<file path="src/dsp_pkg.sv">
/*
 * shared widths and counts of the shot sequencer and accumulation writers,
 * vector typedefs, run state enum, sample / buffer write / measurement structs
 */
`default_nettype none

package dsp_pkg;

	// core and readout channel counts
	localparam int N_CORE = 2;
	localparam int N_CHAN = 2;

	// shot count width
	localparam int SHOT_W = 32;

	// one accumulated axis, signed
	localparam int ACC_AXIS_W = 32;

	// small buffer so the lock at the last address is reachable
	localparam int ACC_ADDR_W = 4;

	typedef logic [SHOT_W-1:0] shot_cnt_t;
	typedef logic signed [ACC_AXIS_W-1:0] acc_axis_t;
	typedef logic [ACC_ADDR_W-1:0] acc_addr_t;
	typedef logic [N_CORE-1:0] core_vec_t;

	// run sequencing, gray-ish encoding around the shot loop
	typedef enum logic [2:0] {
		IDLE     = 3'b000,
		START    = 3'b001,
		PROCRUN  = 3'b011,
		ELEMBUSY = 3'b010,
		MORESHOT = 3'b110,
		SHOTADD  = 3'b111,
		DONE     = 3'b101
	} run_state_t;

	// one accumulated demod result
	// valid pulses for a single cycle
	typedef struct packed {
		logic      valid;
		acc_axis_t x;
		acc_axis_t y;
	} acc_sample_t;

	// one accumulation buffer write
	// data holds x in the upper half, y in the lower
	typedef struct packed {
		logic                    we;
		acc_addr_t               addr;
		logic [2*ACC_AXIS_W-1:0] data;
	} acc_wr_t;

	// one state measurement for mid-circuit feedback
	// state is the sign of the real axis
	typedef struct packed {
		logic valid;
		logic state;
	} meas_t;

endpackage

`default_nettype wire

</file>
<file path="src/acc_writer.sv">
/*
 * accumulation buffer write port of one readout channel
 * address locks at the last entry, sign of x gives the state measurement
 */
`timescale 1ns/10ps
`default_nettype none

module acc_writer import dsp_pkg::*; (
	input  logic        dspif,
	input  logic        rst_n,
	input  logic        acc_reset,
	input  acc_sample_t sample,
	output acc_wr_t     wr,
	output meas_t       meas
);

	logic                    we_q;
	acc_addr_t               addr_q;
	logic [2*ACC_AXIS_W-1:0] data_q;
	logic                    meas_valid_q;
	logic                    meas_state_q;

	// last entry reached, stop advancing
	logic addr_lock;

	assign addr_lock = &addr_q;

	always_ff @(posedge dspif or negedge rst_n) begin
		if (!rst_n) begin
			we_q <= 1'b0;
			addr_q <= '0;
			meas_valid_q <= 1'b0;
		end else begin
			we_q <= sample.valid;
			meas_valid_q <= we_q;
			// host clear wins over the post-write advance
			if (acc_reset) begin
				addr_q <= '0;
			end else if (we_q && !addr_lock) begin
				addr_q <= addr_q + 1'b1;
			end
		end
	end

	// payload path
	always_ff @(posedge dspif) begin
		if (sample.valid) begin
			data_q <= {sample.x, sample.y};
		end
		// threshold on the real axis
		meas_state_q <= data_q[2*ACC_AXIS_W-1];
	end

	assign wr = '{we: we_q, addr: addr_q, data: data_q};
	assign meas = '{valid: meas_valid_q, state: meas_state_q};

endmodule

`default_nettype wire

</file>
<file path="src/dsp_top.sv">
/*
 * top level: shot sequencer FSM and counter, one buffer writer per channel
 */
`timescale 1ns/10ps
`default_nettype none

module dsp_top import dsp_pkg::*; (
	input  logic        dspif,
	input  logic        rst_n,
	input  logic        run_req,
	input  shot_cnt_t   nshot,
	input  logic        acc_reset,
	input  core_vec_t   proc_done,
	input  core_vec_t   elem_idle,
	input  acc_sample_t acc_in [N_CHAN],
	output logic        run_ack,
	output logic        proc_reset,
	output shot_cnt_t   last_shot,
	output acc_wr_t     acc_wr [N_CHAN],
	output meas_t       meas [N_CHAN]
);

	// fsm to counter
	logic count_clear;
	logic count_advance;
	logic more_shots;

	shot_fsm shot_fsm_i (
		.dspif         (dspif),
		.rst_n         (rst_n),
		.run_req       (run_req),
		.proc_done     (proc_done),
		.elem_idle     (elem_idle),
		.more_shots    (more_shots),
		.proc_reset    (proc_reset),
		.run_ack       (run_ack),
		.count_clear   (count_clear),
		.count_advance (count_advance)
	);

	shot_counter shot_counter_i (
		.dspif         (dspif),
		.rst_n         (rst_n),
		.nshot         (nshot),
		.count_clear   (count_clear),
		.count_advance (count_advance),
		.more_shots    (more_shots),
		.last_shot     (last_shot)
	);

	// one writer per readout channel, shared address clear
	for (genvar i = 0; i < N_CHAN; i++) begin : gen_chan
		acc_writer acc_writer_i (
			.dspif     (dspif),
			.rst_n     (rst_n),
			.acc_reset (acc_reset),
			.sample    (acc_in[i]),
			.wr        (acc_wr[i]),
			.meas      (meas[i])
		);
	end

endmodule

`default_nettype wire

</file>
<file path="src/shot_counter.sv">
/*
 * shot counter, latches requested count and tracks completed shots
 */
`timescale 1ns/10ps
`default_nettype none

module shot_counter import dsp_pkg::*; (
	input  logic      dspif,
	input  logic      rst_n,
	input  shot_cnt_t nshot,
	input  logic      count_clear,
	input  logic      count_advance,
	output logic      more_shots,
	output shot_cnt_t last_shot
);

	shot_cnt_t nshot_q;
	shot_cnt_t count;
	shot_cnt_t count_next;

	assign count_next = count + 1'b1;

	always_ff @(posedge dspif or negedge rst_n) begin
		if (!rst_n) begin
			nshot_q <= '0;
			count <= '0;
			last_shot <= '0;
			more_shots <= 1'b0;
		end else begin
			// request latched while idle, frozen once a run starts
			if (count_clear) begin
				nshot_q <= nshot;
				count <= '0;
			end else if (count_advance) begin
				last_shot <= count;
				count <= count_next;
			end
			// zero shots requested means run until reset
			more_shots <= (count_next != nshot_q) || (nshot_q == '0);
		end
	end

endmodule

`default_nettype wire

</file>
<file path="src/shot_fsm.sv">
/*
 * run state machine of the shot sequencer
 * drives core reset, host req/ack handshake and the shot counter controls
 */
`timescale 1ns/10ps
`default_nettype none

module shot_fsm import dsp_pkg::*; (
	input  logic      dspif,
	input  logic      rst_n,
	input  logic      run_req,
	input  core_vec_t proc_done,
	input  core_vec_t elem_idle,
	input  logic      more_shots,
	output logic      proc_reset,
	output logic      run_ack,
	output logic      count_clear,
	output logic      count_advance
);

	run_state_t state_q;
	run_state_t state_d;

	// registered reductions over all cores
	logic all_done_q;
	logic all_idle_q;

	always_ff @(posedge dspif or negedge rst_n) begin
		if (!rst_n) begin
			all_done_q <= 1'b0;
			all_idle_q <= 1'b0;
		end else begin
			all_done_q <= &proc_done;
			all_idle_q <= &elem_idle;
		end
	end

	always_comb begin
		state_d = IDLE;
		case (state_q)
			IDLE:
				state_d = run_req ? START : IDLE;
			// cores leave reset one cycle after entering here
			START:
				state_d = PROCRUN;
			PROCRUN:
				state_d = all_done_q ? ELEMBUSY : PROCRUN;
			// cores back in reset, wait for elements to drain
			ELEMBUSY:
				state_d = all_idle_q ? MORESHOT : ELEMBUSY;
			MORESHOT:
				state_d = SHOTADD;
			// more_shots still reflects the count before this advance
			SHOTADD:
				state_d = more_shots ? START : DONE;
			// hold the ack until the host drops its request
			DONE:
				state_d = run_req ? DONE : IDLE;
			default:
				state_d = IDLE;
		endcase
	end

	always_ff @(posedge dspif or negedge rst_n) begin
		if (!rst_n) begin
			state_q <= IDLE;
		end else begin
			state_q <= state_d;
		end
	end

	// registered outputs
	// core reset low only while a shot runs
	always_ff @(posedge dspif or negedge rst_n) begin
		if (!rst_n) begin
			proc_reset <= 1'b1;
			run_ack <= 1'b0;
		end else begin
			proc_reset <= !(state_q == START || state_q == PROCRUN);
			run_ack <= (state_d == DONE);
		end
	end

	// counter controls
	assign count_clear = (state_q == IDLE);
	assign count_advance = (state_q == SHOTADD);

endmodule

`default_nettype wire

</file>
<file path="config.mk">
export PLATFORM = sky130hd
export DESIGN_NAME = dsp_top
export DESIGN_NICKNAME = d
export VERILOG_FILES = /design/src/dsp_pkg.sv /design/src/acc_writer.sv /design/src/dsp_top.sv /design/src/shot_counter.sv /design/src/shot_fsm.sv
export SDC_FILE = /design/constraint.sdc
export NUM_CORES = 1
export LEC_CHECK = 0
export BUFFER_PORTS_ARGS = -buffer_cell sky130_fd_sc_hd__buf_4
export CAP_MARGIN = 20
export CORE_MARGIN = 2
export CORE_UTILIZATION = 23
export CTS_BUF_LIST = sky130_fd_sc_hd__clkbuf_8
export DETAILED_ROUTE_END_ITERATION = 8
export PLACE_DENSITY_LB_ADDON = 0.08
export SYNTH_ARGS = -nofsm -noshare
export SYNTH_HDL_FRONTEND = slang
export SYNTH_HIERARCHICAL = 1
export SYNTH_SLANG_ARGS = --single-unit
</file>
<file path="constraint.sdc">
create_clock -name dspif -period 3.4 [get_ports dspif]
set_input_delay 0.17 -clock dspif [delete_from_list [all_inputs] [get_ports dspif]]
set_output_delay 0.17 -clock dspif [all_outputs]
set_load 0.01 [all_outputs]
</file>
; Word level (Yosys, flattened, before mapping)
; Cells that the tools add are included.
; W data, S select, Z words.
[totals]
input_bits = 170
register_bits = 246
output_inout_bits = 176
[op_classes]
n_eq_ne = 8
n_mux = 12
bitwise_logic = 1
add_sub_neg = 3
reduce_logical = 17
[op_table]
columns = cell, count
row1 = $mux W32, 2
row2 = $add A32 B1 Y32 const B, 1
row3 = $logic_not A32 Y1, 1
row4 = $ne A32 B32 Y1, 1
row5 = $pmux W3 S7, 1
row6 = $mux W4, 4
row7 = $eq A3 B3 Y1 const B, 4
row8 = $mux W3, 3
row9 = $add A4 B1 Y4 const B, 2
row10 = $reduce_and A4 Y1, 2
row11 = $eq A3 B2 Y1 const B, 2
row12 = $reduce_and A2 Y1, 3
row13 = $reduce_bool A2 Y1, 3
row14 = $eq A3 B1 Y1 const B, 1
row15 = $logic_not A1 Y1, 3
row16 = $logic_not A3 Y1, 1
row17 = $logic_and A1 B1 Y1, 2
row18 = $logic_or A1 B1 Y1, 2
row19 = $mux W1, 2
row20 = $not A1 Y1, 1

; Depth between registers and ports, before layout
; Gate-level depths: netlist (run 1).
[logic_depth]
depth_word = 5
depth_mapped = 8
mapped_depth_nobuf = 7

; By module
; Netlist (run 1), hierarchy kept.
[modules_own_cells]
columns = mod, n_inst, cells_each, area_per_inst_um2, seq_area_each_um2
row1 = shot_counter, 1, 453, 5069.9, 2427.3
row2 = acc_writer, 2, 90, 2243.4, 2092.0
row3 = shot_fsm, 1, 28, 301.5, 176.4

; Worst setup path after synthesis (run 1)
; No wires, ideal clock.
[synth_timing]
path_type = flip-flop to flip-flop
start = reg shot_counter_i.count[1]
end = reg shot_counter_i.more_shots
path_stages_with_launch = 8
arrival_time_ns = 2.104
n_path_buf = 0
required_time_ns = 3.259
slack_ns = 1.155
cell_sequence = dfrtp_1 -> ha_1 -> and3_1 -> xnor2_1 -> o2111ai_1 -> or4_4 -> a2111oi_4 -> nand4_1
[synth_via]
elab_chain_cells = 3
[synth_lines]
columns = item, line_no
row1 = from (decl), shot_counter.sv:18  ; shot_cnt_t count;
row2 = from (signal assigned), shot_counter.sv:36  ; count <= count_next;
row3 = $add A32 B1 Y32, shot_counter.sv:21  ; assign count_next = count + 1'b1;
row4 = $ne A32 B32 Y1, shot_counter.sv:39  ; more_shots <= (count_next != nshot_q) || (nshot_q == '0);
row5 = $logic_or A1 B1 Y1, shot_counter.sv:39
row6 = to (signal assigned), shot_counter.sv:39
row7 = to (decl), shot_counter.sv:13  ; output logic more_shots,
; No other way between the ends.
; A chain may end at the register's enable or synchronous reset.

; Worst setup path after layout (run 1)
[layout_timing]
start = reg shot_counter_i.count[0]
end = reg shot_counter_i.more_shots
; Same word-level chain as after synthesis.

==> results of run 1 <==
-- worst max-delay path, delay by kind of cell (launching register included) --
| kind | cells | cell delay [ns] |
|---|---|---|
| buffers and inverters | 1 | 0.26 |
| AO/OA/AOI/OAI | 1 | 0.20 |
| adder cells (fa/ha/maj) | 1 | 0.33 |
| flip-flops | 1 | 0.53 |
| AND/OR/NAND/NOR | 5 | 1.09 |
-- cells by family after synthesis --
logic type | count (synthesis)
flops | 246
simple gates | 176
mux | 70
xor+xnor | 69
compound gates | 55
buf+inv | 42
fa+ha+maj | 3
-- flip-flops by register name (all words and copies together), names as in the netlist --
signal                              cells
shot_fsm_i/state_q                      3
shot_counter_i/nshot_q                 32
shot_fsm_i/proc_reset                   1
shot_fsm_i/all_done_q                   1
gen_chan.acc_writer_i/we_q              2
gen_chan.acc_writer_i/meas_state_q      2
shot_counter_i/count                   32
gen_chan.acc_writer_i/meas_valid_q      2
shot_counter_i/more_shots               1
shot_fsm_i/run_ack                      1
shot_fsm_i/all_idle_q                   1
shot_counter_i/last_shot               32
gen_chan.acc_writer_i/data_q          128
gen_chan.acc_writer_i/addr_q            8
-- path summary, 6_finish.rpt --
kind	from	depth (start not counted)	slack, ns	endpoint
min	acc_in[129]	1	0.12	gen_chan[0].acc_writer_i/we_q
max reg2reg	shot_counter_i/count[0]	8	0.84	shot_counter_i/more_shots
max in group asynchronous	rst_n	3	2.46	shot_counter_i/nshot_q[12]
min in group asynchronous	rst_n	2	0.17	gen_chan[0].acc_writer_i/addr_q[0]
min reg2reg	gen_chan[1].acc_writer_i/data_q[63]	0	0.37	gen_chan[1].acc_writer_i/meas_state_q
max	shot_counter_i/count[0]	8	0.84	shot_counter_i/more_shots
-- per-stage QoR --
step	total power (uW)	setup slack, ns	instance area [sq um]	std cells	util
6_report	8510	0.845	15600	1768	0.370
5_1_grt	9000	0.561	15600	1768	0.370
4_1_cts	8710	0.785	15600	1767	0.370
3_5_place_dp	5620	0.806	13000	1513	0.309
3_3_place_gp	5620	0.866	13000	1513	0.309
2_1_floorplan	4810	1.15	9860	661	-
-- cell type report --
type | count | share of cell area
Tap cell | 539 | 0.0433
Multi-Input combinational cell | 373 | 0.184
Sequential cell | 246 | 0.436
Clock buffer | 54 | 0.0477
Inverter | 4 | 0.000963
Timing Repair Buffer | 518 | 0.277
Antenna cell | 1 | 0.000161
Clock inverter | 33 | 0.0106
-- layer usage --
layer	vias to the layer above	global-route usage	share of wire
li1	3525	-	-
met1	3647	0.180	0.42
met2	268	0.245	0.48
met3	59	0.0354	0.068
met4	0	0.0600	0.026
met5	-	0	0
-- where the power goes --
| group | internal, uW | total, uW | switching (uW) |
|---|---|---|---|
| registers | 3550 | 3950 | 400 |
| logic | 970 | 1750 | 781 |
| clock network | 1520 | 2820 | 1300 |
-- Yosys cell counts, types with 3 or more instances --
library cell / number
xnor2_1: 37
nor2b_1: 3
nor2_1: 34
and3_1: 5
buf_2: 12
o21ai_0: 10
nor3_1: 13
mux2_2: 62
o21ai_1: 3
a31oi_1: 5
or3_1: 8
nand2b_1: 6
buf_4: 8
dfrtp_1: 115
nor4b_1: 3
ha_1: 3
clkbuf_1: 13
nand4_1: 20
xor2_1: 32
inv_1: 3
nor4_1: 13
edfxtp_1: 128
nand2_1: 26
mux2i_1: 5
nand3_1: 14
and4_1: 4
and2_1: 3
a21oi_1: 12
buf_1: 4
==> reports/qor.yml, run 1 <==
pwr:
  power.density_nw_per_um2: 546
  leakagePower_uw: 0.00676
  ir_worst_vdd_mv: 0.308
clock_tree:
  postCtsResizedCells: 0
  numCtsBuffers: 47
  cts_sinks: 246
  post_cts_buffers: 0
  clock_latency_ns: 0.61
  clk_pin_slew_ns: 0.06
  cts-htree-levels: 2
  max-clock-path-buffers: 3
  cts_tree: "built"
  hold_buffers: 167
  root_buffer: "clkbuf_8"
yosys:
  synth-simple-area-share: 0.107
  yosysSeqAreaShare: 0.689
  synth-compound-area-share: 0.0390
  synth_xor_xnor_area_share: 0.0613
  synth.cell_area_sq_um: 9860
  synthTopCellsByArea: "edfxtp_1 39%, dfrtp_1 29%, mux2_2 7.1%"
  async_flop_share: 0.472
  synth_top_area_share: 0.390
  synth_nets: 834
  synth_top_family_by_area: "simple AND/OR/NAND/NOR gates"
  syn_inst: 661
  synth_fa_ha_area_frac: 0.00381
  ys_warn_count: 6
  synth.largest_area_cell: "edfxtp_1"
  synth.area.mux_share: 0.0801
  synth_top_flop_cell: "edfxtp_1"
  avgSynthCellArea_sq_um: 14.9
  synth_edf_count: 128
  synth_cell_type_count: 67
  synth-seq-cells: 246
cells_and_area:
  nets: 1363
  final_cell_mix: "349 x buf_4, 167 x dlygate4sd3_1, 128 x edfxtp_1"
  layout_commonest_cell: "buf_4"
  multi_input_area_sq_um: 2870
  n_fill_cell: 4190
  seq_area_sq_um: 6790
  area_growth_pct: 58.1
  drive_gt1_frac: 0.406
sta:
  setup_viol: 0
  finalClockSkew_ns: 0.0219
  final_max_slew_viol_count: 0
  hold-worst-slack_ns: 0.121
  finalCriticalPeriod_ns: 2.56
  maxSlewHeadroom: 0.346
  tightest_slew_ns: 0.982
  fmax_mhz: 391
  fin_crit_sh: 0.751
  tns_ns: 0
  rsz0062_at_grt: "false"
  hold_viol: 0
floorplan:
  die_h_microns: 211
  dieWidth_microns: 211
  fp-row-count: 75
  die-area_sq_um: 44500
  ioPinCount: 346
  start_util: 0.234
  core_area_sq_um: 42100
routing:
  dr.pass1.iters: 5
  postRouteAntennaNets: 0
  drt_wl_total_microns: 32900
  via_per_inst: 4.24
  wl_per_cell_microns: 18.6
  post-route-drc-count: 0
  vias: 7499
  first_iter_violations: 294
global_routing:
  grt_pass1_vias: 7723
  antenna_found_initial: 1
  grt_max_degree: 69
  track_usage: 0.146
  grt_overflow_total: 0
  grt_pass1_wl_microns: 49100
worst_hold_path:
  hp-class: "in -> reg"
flow_run:
  maxCapViolations: 0
setup_path:
  arrival_ns: 3.02
  crit_path_max_fanout: 14
  cpMaxStageDelayCell: "dfrtp_1"
  worstSetupEndpointType: "flop"
  worst_setup_path_start_kind: "flop"
  crit_chain: "ha_1, nand3_2, nor4_2, buf_4, a41o_1, nand4_1, nor4_1, nand4_1"
  crit_top_cell: "nand4_1"
  cp.required_ns: 3.86
  worst_path_largest_cell_delay_ns: 0.53
  worstSetupPathType: "reg -> reg"
placement:
  gp_congestion: 0.782
  hpwlAfterDp_microns: 23400
  portBuffers: 345
status:
  outcome: "finished, final reports clean"
(Power assumes the default switching activity.)
==> run 2: changes to the inputs <==
Settings changed: ABC_AREA set to 1.
Clock period 3.4 ns to 2.58 ns, I/O delays scaled along.
==> reports/qor.yml, run 2 <==
status:
  outcome: "finished, final reports clean"  # unchanged
pwr:
  switching_share: 0.299  # was 0.291
  power.density_nw_per_um2: 711  # was 546 nW/um^2
  leakagePower_uw: 0.00719  # was 0.00676 uW
  sequentialPowerShare: 0.440  # was 0.464
  ir_worst_vdd_mv: 0.426  # was 0.308 mV
  combPwrFrac: 0.209  # was 0.206
  p_sw_uw: 3390  # was 2480 uW
  internal_power_uw: 7970  # was 6040 uW
  clockPowerShare: 0.351  # was 0.331
setup_path:
  crit_path_max_fanout: 6  # was 14
  worstSetupPathType: "reg -> reg"  # unchanged
  reg2reg_depth: 11  # was 8
  cp.required_ns: 3.07  # was 3.86 ns
  worstSetupEndpointType: "flop"  # unchanged
  worst_setup_path_start_kind: "flop"  # unchanged
  arrival_ns: 2.69  # was 3.02 ns
cells_and_area:
  largest_reg_flops: 128  # unchanged
  area_growth_pct: 59.8  # was 58.1%
  top_register: "gen_chan.acc_writer_i/data_q"  # unchanged
  n_fill_cell: 4358  # was 4,190
  seq_area_sq_um: 6790  # unchanged
  drive_gt1_frac: 0.310  # was 0.406
  finalNonFillerCells: 2102  # was 1,768
  nets: 1653  # was 1,363
  final_cell_mix: "352 x buf_4, 253 x nand2_1, 167 x dlygate4sd3_1"  # was 349 x buf_4, 167 x dlygate4sd3_1, 128 x edfxtp_1
  layout_commonest_cell: "buf_4"  # unchanged
  final_core_util: 0.372  # was 0.370
  multi_input_area_sq_um: 2750  # was 2870 sq um
global_routing:
  grt_max_degree: 66  # was 69
  grt_overflow_total: 0  # unchanged
  grt_pass1_vias: 8676  # was 7,723
  antenna_found_initial: 2  # was 1
  grt_pass1_wl_microns: 53200  # was 49,100 microns
  track_usage: 0.157  # was 0.146
yosys:
  synth_top_area_share: 0.384  # was 0.390
  synth_nets: 1105  # was 834
  synth_top_family_by_area: "simple AND/OR/NAND/NOR gates"  # unchanged
  synthTopCellsByArea: "edfxtp_1 38%, dfrtp_1 29%, nand2_1 9.5%"  # was edfxtp_1 39%, dfrtp_1 29%, mux2_2 7.1%
  yosysSeqAreaShare: 0.678  # was 0.689
  ys_warn_count: 6  # unchanged
  synth_fa_ha_area_frac: 0.00375  # was 0.00381
  async_flop_share: 0.472  # unchanged
  synth_top_flop_cell: "edfxtp_1"  # unchanged
  yosysMostFrequentCell: "nand2_1"  # was edfxtp_1
  synth_edf_count: 128  # unchanged
  synth_xor_xnor_area_share: 0.0146  # was 0.0613
  synth-seq-cells: 246  # unchanged
  synth_cell_type_count: 35  # was 67
  avgSynthCellArea_sq_um: 10.7  # was 14.9 sq um
  synth-simple-area-share: 0.198  # was 0.107
  synth-compound-area-share: 0.0512  # was 0.0390
  synth.area.mux_share: 0.00675  # was 0.0801
  syn_inst: 932  # was 661
  synth.cell_area_sq_um: 10000  # was 9860 sq um
  synth.largest_area_cell: "edfxtp_1"  # unchanged
  synthTopCellsByCount: "253 x nand2_1, 128 x edfxtp_1, 115 x dfrtp_1"  # was 128 x edfxtp_1, 115 x dfrtp_1, 62 x mux2_2
flow_run:
  maxCapViolations: 0  # unchanged
sta:
  final_max_slew_viol_count: 0  # unchanged
  fmax_mhz: 453  # was 391 MHz
  finalCriticalPeriod_ns: 2.21  # was 2.56 ns
  setup_viol: 0  # unchanged
  hold_viol: 0  # unchanged
  rsz0062_at_grt: "false"  # unchanged
  maxSlewHeadroom: 0.438  # was 0.346
  tns_ns: 0  # unchanged
  finalClockSkew_ns: 0.0257  # was 0.0219 ns
  fin_crit_sh: 0.855  # was 0.751
  tightest_slew_ns: 0.843  # was 0.982 ns
clock_tree:
  cts-htree-levels: 2  # unchanged
  cts_tree: "built"  # unchanged
  postCtsResizedCells: 0  # unchanged
  clock_latency_ns: 0.60  # was 0.61 ns
  hold_buffers: 167  # unchanged
  numCtsBuffers: 49  # was 47
  post_cts_buffers: 0  # unchanged
  max-clock-path-buffers: 3  # unchanged
  cts_sinks: 246  # unchanged
  clk_pin_slew_ns: 0.06  # about the same
  root_buffer: "clkbuf_8"  # unchanged
worst_hold_path:
  min_delay_path_depth: 1  # unchanged
  hp-class: "in -> reg"  # unchanged
floorplan:
  start_util: 0.233  # was 0.234
  fp-row-count: 76  # was 75
  ioPinCount: 346  # unchanged
  die-area_sq_um: 45200  # was 44,500 sq um
  dieWidth_microns: 213  # was 211 microns
  core_area_sq_um: 43000  # was 42,100 sq um
  die_h_microns: 213  # was 211 microns
routing:
  first_iter_violations: 482  # was 294
  vias: 8611  # was 7,499
  dr.pass1.iters: 5  # unchanged
  postRouteAntennaNets: 0  # unchanged
  drt_wl_total_microns: 36400  # was 32,900 microns
  via_per_inst: 4.10  # was 4.24
  wl_per_cell_microns: 17.3  # was 18.6 microns
  post-route-drc-count: 0  # unchanged
placement:
  gp_congestion: 0.834  # was 0.782
  portBuffers: 345  # unchanged
  placed_cells: 1847  # was 1,513
  hpwlAfterDp_microns: 27200  # was 23,400 microns
==> run 2: cell types whose count changed in the layout (fill, tap and decap cells not counted), sizes merged, moves of 54 or more <==
cell	change
o21ai	+54
nor2	+55
mux2	-59
inv	+77
nand3	+66
nand2	+239
==> run 2: worst paths after layout <==
| check | slack [ns] | startpoint | end |
|---|---|---|---|
| worst min register to register | 0.38 | gen_chan[1].acc_writer_i/data_q[63] | gen_chan[1].acc_writer_i/meas_state_q |
| max in group asynchronous | 1.76 | rst_n | shot_counter_i/last_shot[9] |
| worst max-delay path | 0.37 | shot_counter_i/count[0] | shot_counter_i/more_shots |
| worst min-delay path | 0.08 | acc_in[129] | gen_chan[0].acc_writer_i/we_q |
| worst max register to register | 0.37 | shot_counter_i/count[0] | shot_counter_i/more_shots |
| min in group asynchronous | 0.11 | rst_n | shot_counter_i/last_shot[16] |
==> run 2: power by group through the flow <==
| stage | Sequential (uW) | Combinational (uW) | Clock [uW] |
|---|---|---|---|
| finish | 5000 | 2380 | 3990 |
| global route | 5060 | 2650 | 4360 |
| CTS | 5000 | 2430 | 4190 |
| detailed placement | 5070 | 2200 | 0 |
| global placement | 5070 | 2210 | 0 |
| floorplan | 5040 | 1080 | 0 |
==> run 2: metrics by stage <==
stage / setup WS, ns / hold WS, ns / power (uW) / cell area, sq um
floorplan: 0.683 / -0.167 / 6130 / 10000
global placement: 0.364 / 0.250 / 7270 / 13300
detailed placement: 0.347 / 0.245 / 7270 / 13300
CTS: 0.332 / 0.0178 / 11600 / 16000
global route: 0.0707 / 0.0579 / 12100 / 16000
finish: 0.373 / 0.0822 / 11400 / 16000
==> run 2: cell families after synthesis <==
| kind of cell | Yosys count |
|---|---|
| xor+xnor | 12 |
| mux | 6 |
| fa+ha+maj | 3 |
| buf+inv | 118 |
| compound gates | 95 |
| simple gates | 452 |
| flops | 246 |
==> run 2: worst max-delay path, stage by stage, from the launching register on <==
cell and delay [ns]:
dfrtp_1 0.42, ha_1 0.23, nand2_2 0.10, nor2_4 0.18, nand2_4 0.10, nor2_4 0.25
xor2_1 0.22, nand2_1 0.07, nand2_1 0.13, nand3_1 0.16, nor2_1 0.14, nand3_1 0.08
==> run 2: layout make-up <==
class / instances / area share
clock inverters: 26 / 0.0101
inverters: 92 / 0.0216
well taps: 585 / 0.0458
clock buffers: 59 / 0.0508
diodes: 3 / 0.000470
multi-input cells: 568 / 0.172
flip-flops and latches: 246 / 0.425
repair buffers: 523 / 0.275
==> run 2: routing by layer <==
| layer | track usage | wire length (microns) | vias to the layer above |
|---|---|---|---|
| li1 | - | - | 4221 |
| met1 | 0.197 | 15600 | 4024 |
| met2 | 0.258 | 17100 | 320 |
| met3 | 0.0504 | 2890 | 46 |
| met4 | 0.0480 | 787 | 0 |
| met5 | 0 | 0 | - |
==> run 3: changes to the inputs <==
Settings changed: CORE_MARGIN 2 to not set, SETUP_SLACK_MARGIN set to 0.5.
==> reports/qor.yml, run 3 (synthesis results as in run 2) <==
sta:
  finalCriticalPeriod_ns: 2.05  # was 2.21 ns
  tightest_slew_ns: 0.873  # was 0.843 ns
  final_max_slew_viol_count: 0  # unchanged
  setup_viol: 0  # unchanged
  fin_crit_sh: 0.796  # was 0.855
  rsz0062_at_grt: "true"  # was false
  hold_viol: 0  # unchanged
  tns_ns: 0  # unchanged
  fmax_mhz: 487  # was 453 MHz
  finalClockSkew_ns: 0.0256  # was 0.0257 ns
  maxSlewHeadroom: 0.418  # was 0.438
pwr:
  internal_power_uw: 7870  # was 7970 uW
  p_sw_uw: 3440  # was 3390 uW
  leakagePower_uw: 0.00721  # was 0.00719 uW
  ir_worst_vdd_mv: 0.322  # was 0.426 mV
  switching_share: 0.304  # was 0.299
  power.density_nw_per_um2: 706  # was 711 nW/um^2
  sequentialPowerShare: 0.442  # was 0.440
  clockPowerShare: 0.348  # was 0.351
  combPwrFrac: 0.210  # was 0.209
cells_and_area:
  drive_gt1_frac: 0.311  # was 0.310
  final_cell_mix: "357 x buf_4, 253 x nand2_1, 167 x dlygate4sd3_1"  # was 352 x buf_4, 253 x nand2_1, 167 x dlygate4sd3_1
  area_growth_pct: 60.0  # was 59.8%
  final_core_util: 0.372  # about the same
  top_register: "gen_chan.acc_writer_i/data_q"  # unchanged
  largest_reg_flops: 128  # unchanged
  multi_input_area_sq_um: 2760  # was 2750 sq um
  layout_commonest_cell: "buf_4"  # unchanged
  n_fill_cell: 4378  # was 4,358
  seq_area_sq_um: 6790  # about the same
  antenna_cells: 0  # was 3
  nets: 1657  # was 1,653
status:
  outcome: "finished, final reports clean"  # unchanged
global_routing:
  grt_pass1_vias: 8838  # was 8,676
  grt_max_degree: 66  # unchanged
  track_usage: 0.162  # was 0.157
  antenna_found_initial: 0  # was 2
  grt_overflow_total: 0  # unchanged
  grt_pass1_wl_microns: 53900  # was 53,200 microns
placement:
  portBuffers: 345  # unchanged
  gp_congestion: 0.808  # was 0.834
  hpwlAfterDp_microns: 26600  # was 27,200 microns
floorplan:
  dieWidth_microns: 211  # was 213 microns
  ioPinCount: 346  # unchanged
  start_util: 0.233  # unchanged
  core_area_sq_um: 43000  # unchanged
  die_h_microns: 211  # was 213 microns
  die-area_sq_um: 44300  # was 45,200 sq um
  fp-row-count: 76  # unchanged
setup_path:
  cp.required_ns: 3.09  # was 3.07 ns
  worstSetupPathType: "reg -> reg"  # unchanged
  r2r-start: "shot_counter_i/count[0]"  # unchanged
  worst_setup_path_start_kind: "flop"  # unchanged
  crit_path_max_fanout: 5  # was 6
  arrival_ns: 2.56  # was 2.69 ns
  worstSetupEndpointType: "flop"  # unchanged
  reg2reg_depth: 14  # was 11
  reg2reg_slack_ns: 0.53  # was 0.37 ns
  regToRegEndpoint: "shot_counter_i/more_shots"  # unchanged
routing:
  postRouteAntennaNets: 0  # unchanged
  post-route-drc-count: 0  # unchanged
  dr.pass1.iters: 4  # was 5
  drt_wl_total_microns: 36400  # about the same
  vias: 8654  # was 8,611
  via_per_inst: 4.11  # was 4.10
  wl_per_cell_microns: 17.3  # about the same
  first_iter_violations: 426  # was 482
clock_tree:
  clock_latency_ns: 0.63  # was 0.60 ns
  max-clock-path-buffers: 3  # unchanged
  root_buffer: "clkbuf_8"  # unchanged
  cts-htree-levels: 2  # unchanged
  numCtsBuffers: 48  # was 49
  cts_sinks: 246  # unchanged
  cts_tree: "built"  # unchanged
  clk_pin_slew_ns: 0.06  # about the same
flow_run:
  maxCapViolations: 0  # unchanged
worst_hold_path:
  hp-class: "in -> async"  # was in -> reg
## run 3: repair_timing
item | 4_1_cts | 5_1_grt
hold buffers | 168 | 0
hold endpoints to repair | 289 | 0
gates resized for setup | 5 | 3
setup buffers | 4 | 1
pin swaps | 4 | 2
setup endpoints to repair | 1 | 33
## run 3: worst max path at each step
stage	startpoint	end	slack, ns
finish	shot_counter_i/count[0]	shot_counter_i/more_shots	0.53
global route	shot_counter_i/count[0]	shot_counter_i/more_shots	0.36
CTS	shot_counter_i/count[0]	shot_counter_i/more_shots	0.51
detailed placement	shot_counter_i/count[0]	shot_counter_i/more_shots	0.27
global placement	shot_counter_i/count[0]	shot_counter_i/more_shots	0.29
floorplan	shot_fsm_i/state_q[0]	shot_counter_i/count[10]	0.68
## run 3: layer usage
metal | vias to the layer above | GRT usage | part of all wire
met4 | 0 | 0.0787 | 0.038
li1 | 4222 | - | -
met3 | 70 | 0.0429 | 0.070
met1 | 4059 | 0.199 | 0.43
met2 | 303 | 0.262 | 0.47
met5 | - | 0 | 0
## run 3: through the flow
| step | cells | setup slack [ns] | instance area, sq um | power [uW] | hold WS, ns |
|---|---|---|---|---|---|
| floorplan | 932 | 0.683 | 10000 | 6130 | -0.167 |
| global placement | 1846 | 0.293 | 13300 | 7250 | 0.0820 |
| detailed placement | 1846 | 0.272 | 13300 | 7240 | 0.0764 |
| CTS | 2106 | 0.507 | 16000 | 11500 | 0.0111 |
| global route | 2107 | 0.361 | 16000 | 12000 | 0.0504 |
| finish | 2107 | 0.526 | 16000 | 11300 | 0.0775 |
## run 3: final cells by class
class	instances	area share
clock buffer	55	0.0473
clock inverter	33	0.0124
inverter	92	0.0217
multi-input combinational	568	0.173
sequential	246	0.424
tap	585	0.0457
timing repair buffer	528	0.276
## run 3: worst max-delay path: stages, from the launching register on
cell	delay, ns
dfrtp_2	0.39
ha_2	0.21
nand3_1	0.17
nor2_2	0.28
nand3_1	0.11
nand2_1	0.10
nand2_1	0.08
nand2_1	0.06
nand2_1	0.04
inv_1	0.04
nand2_1	0.08
nor2_4	0.15
nand2_1	0.06
nor2_1	0.10
nand3_1	0.08
## run 3: power by group through the flow
| stage | Combinational [uW] | Clock [uW] | Sequential [uW] |
|---|---|---|---|
| after floorplan | 1080 | 0 | 5040 |
| after global placement | 2180 | 0 | 5070 |
| after detailed placement | 2170 | 0 | 5070 |
| after CTS | 2420 | 4130 | 5000 |
| after global routing | 2670 | 4290 | 5060 |
| final | 2380 | 3940 | 5000 |
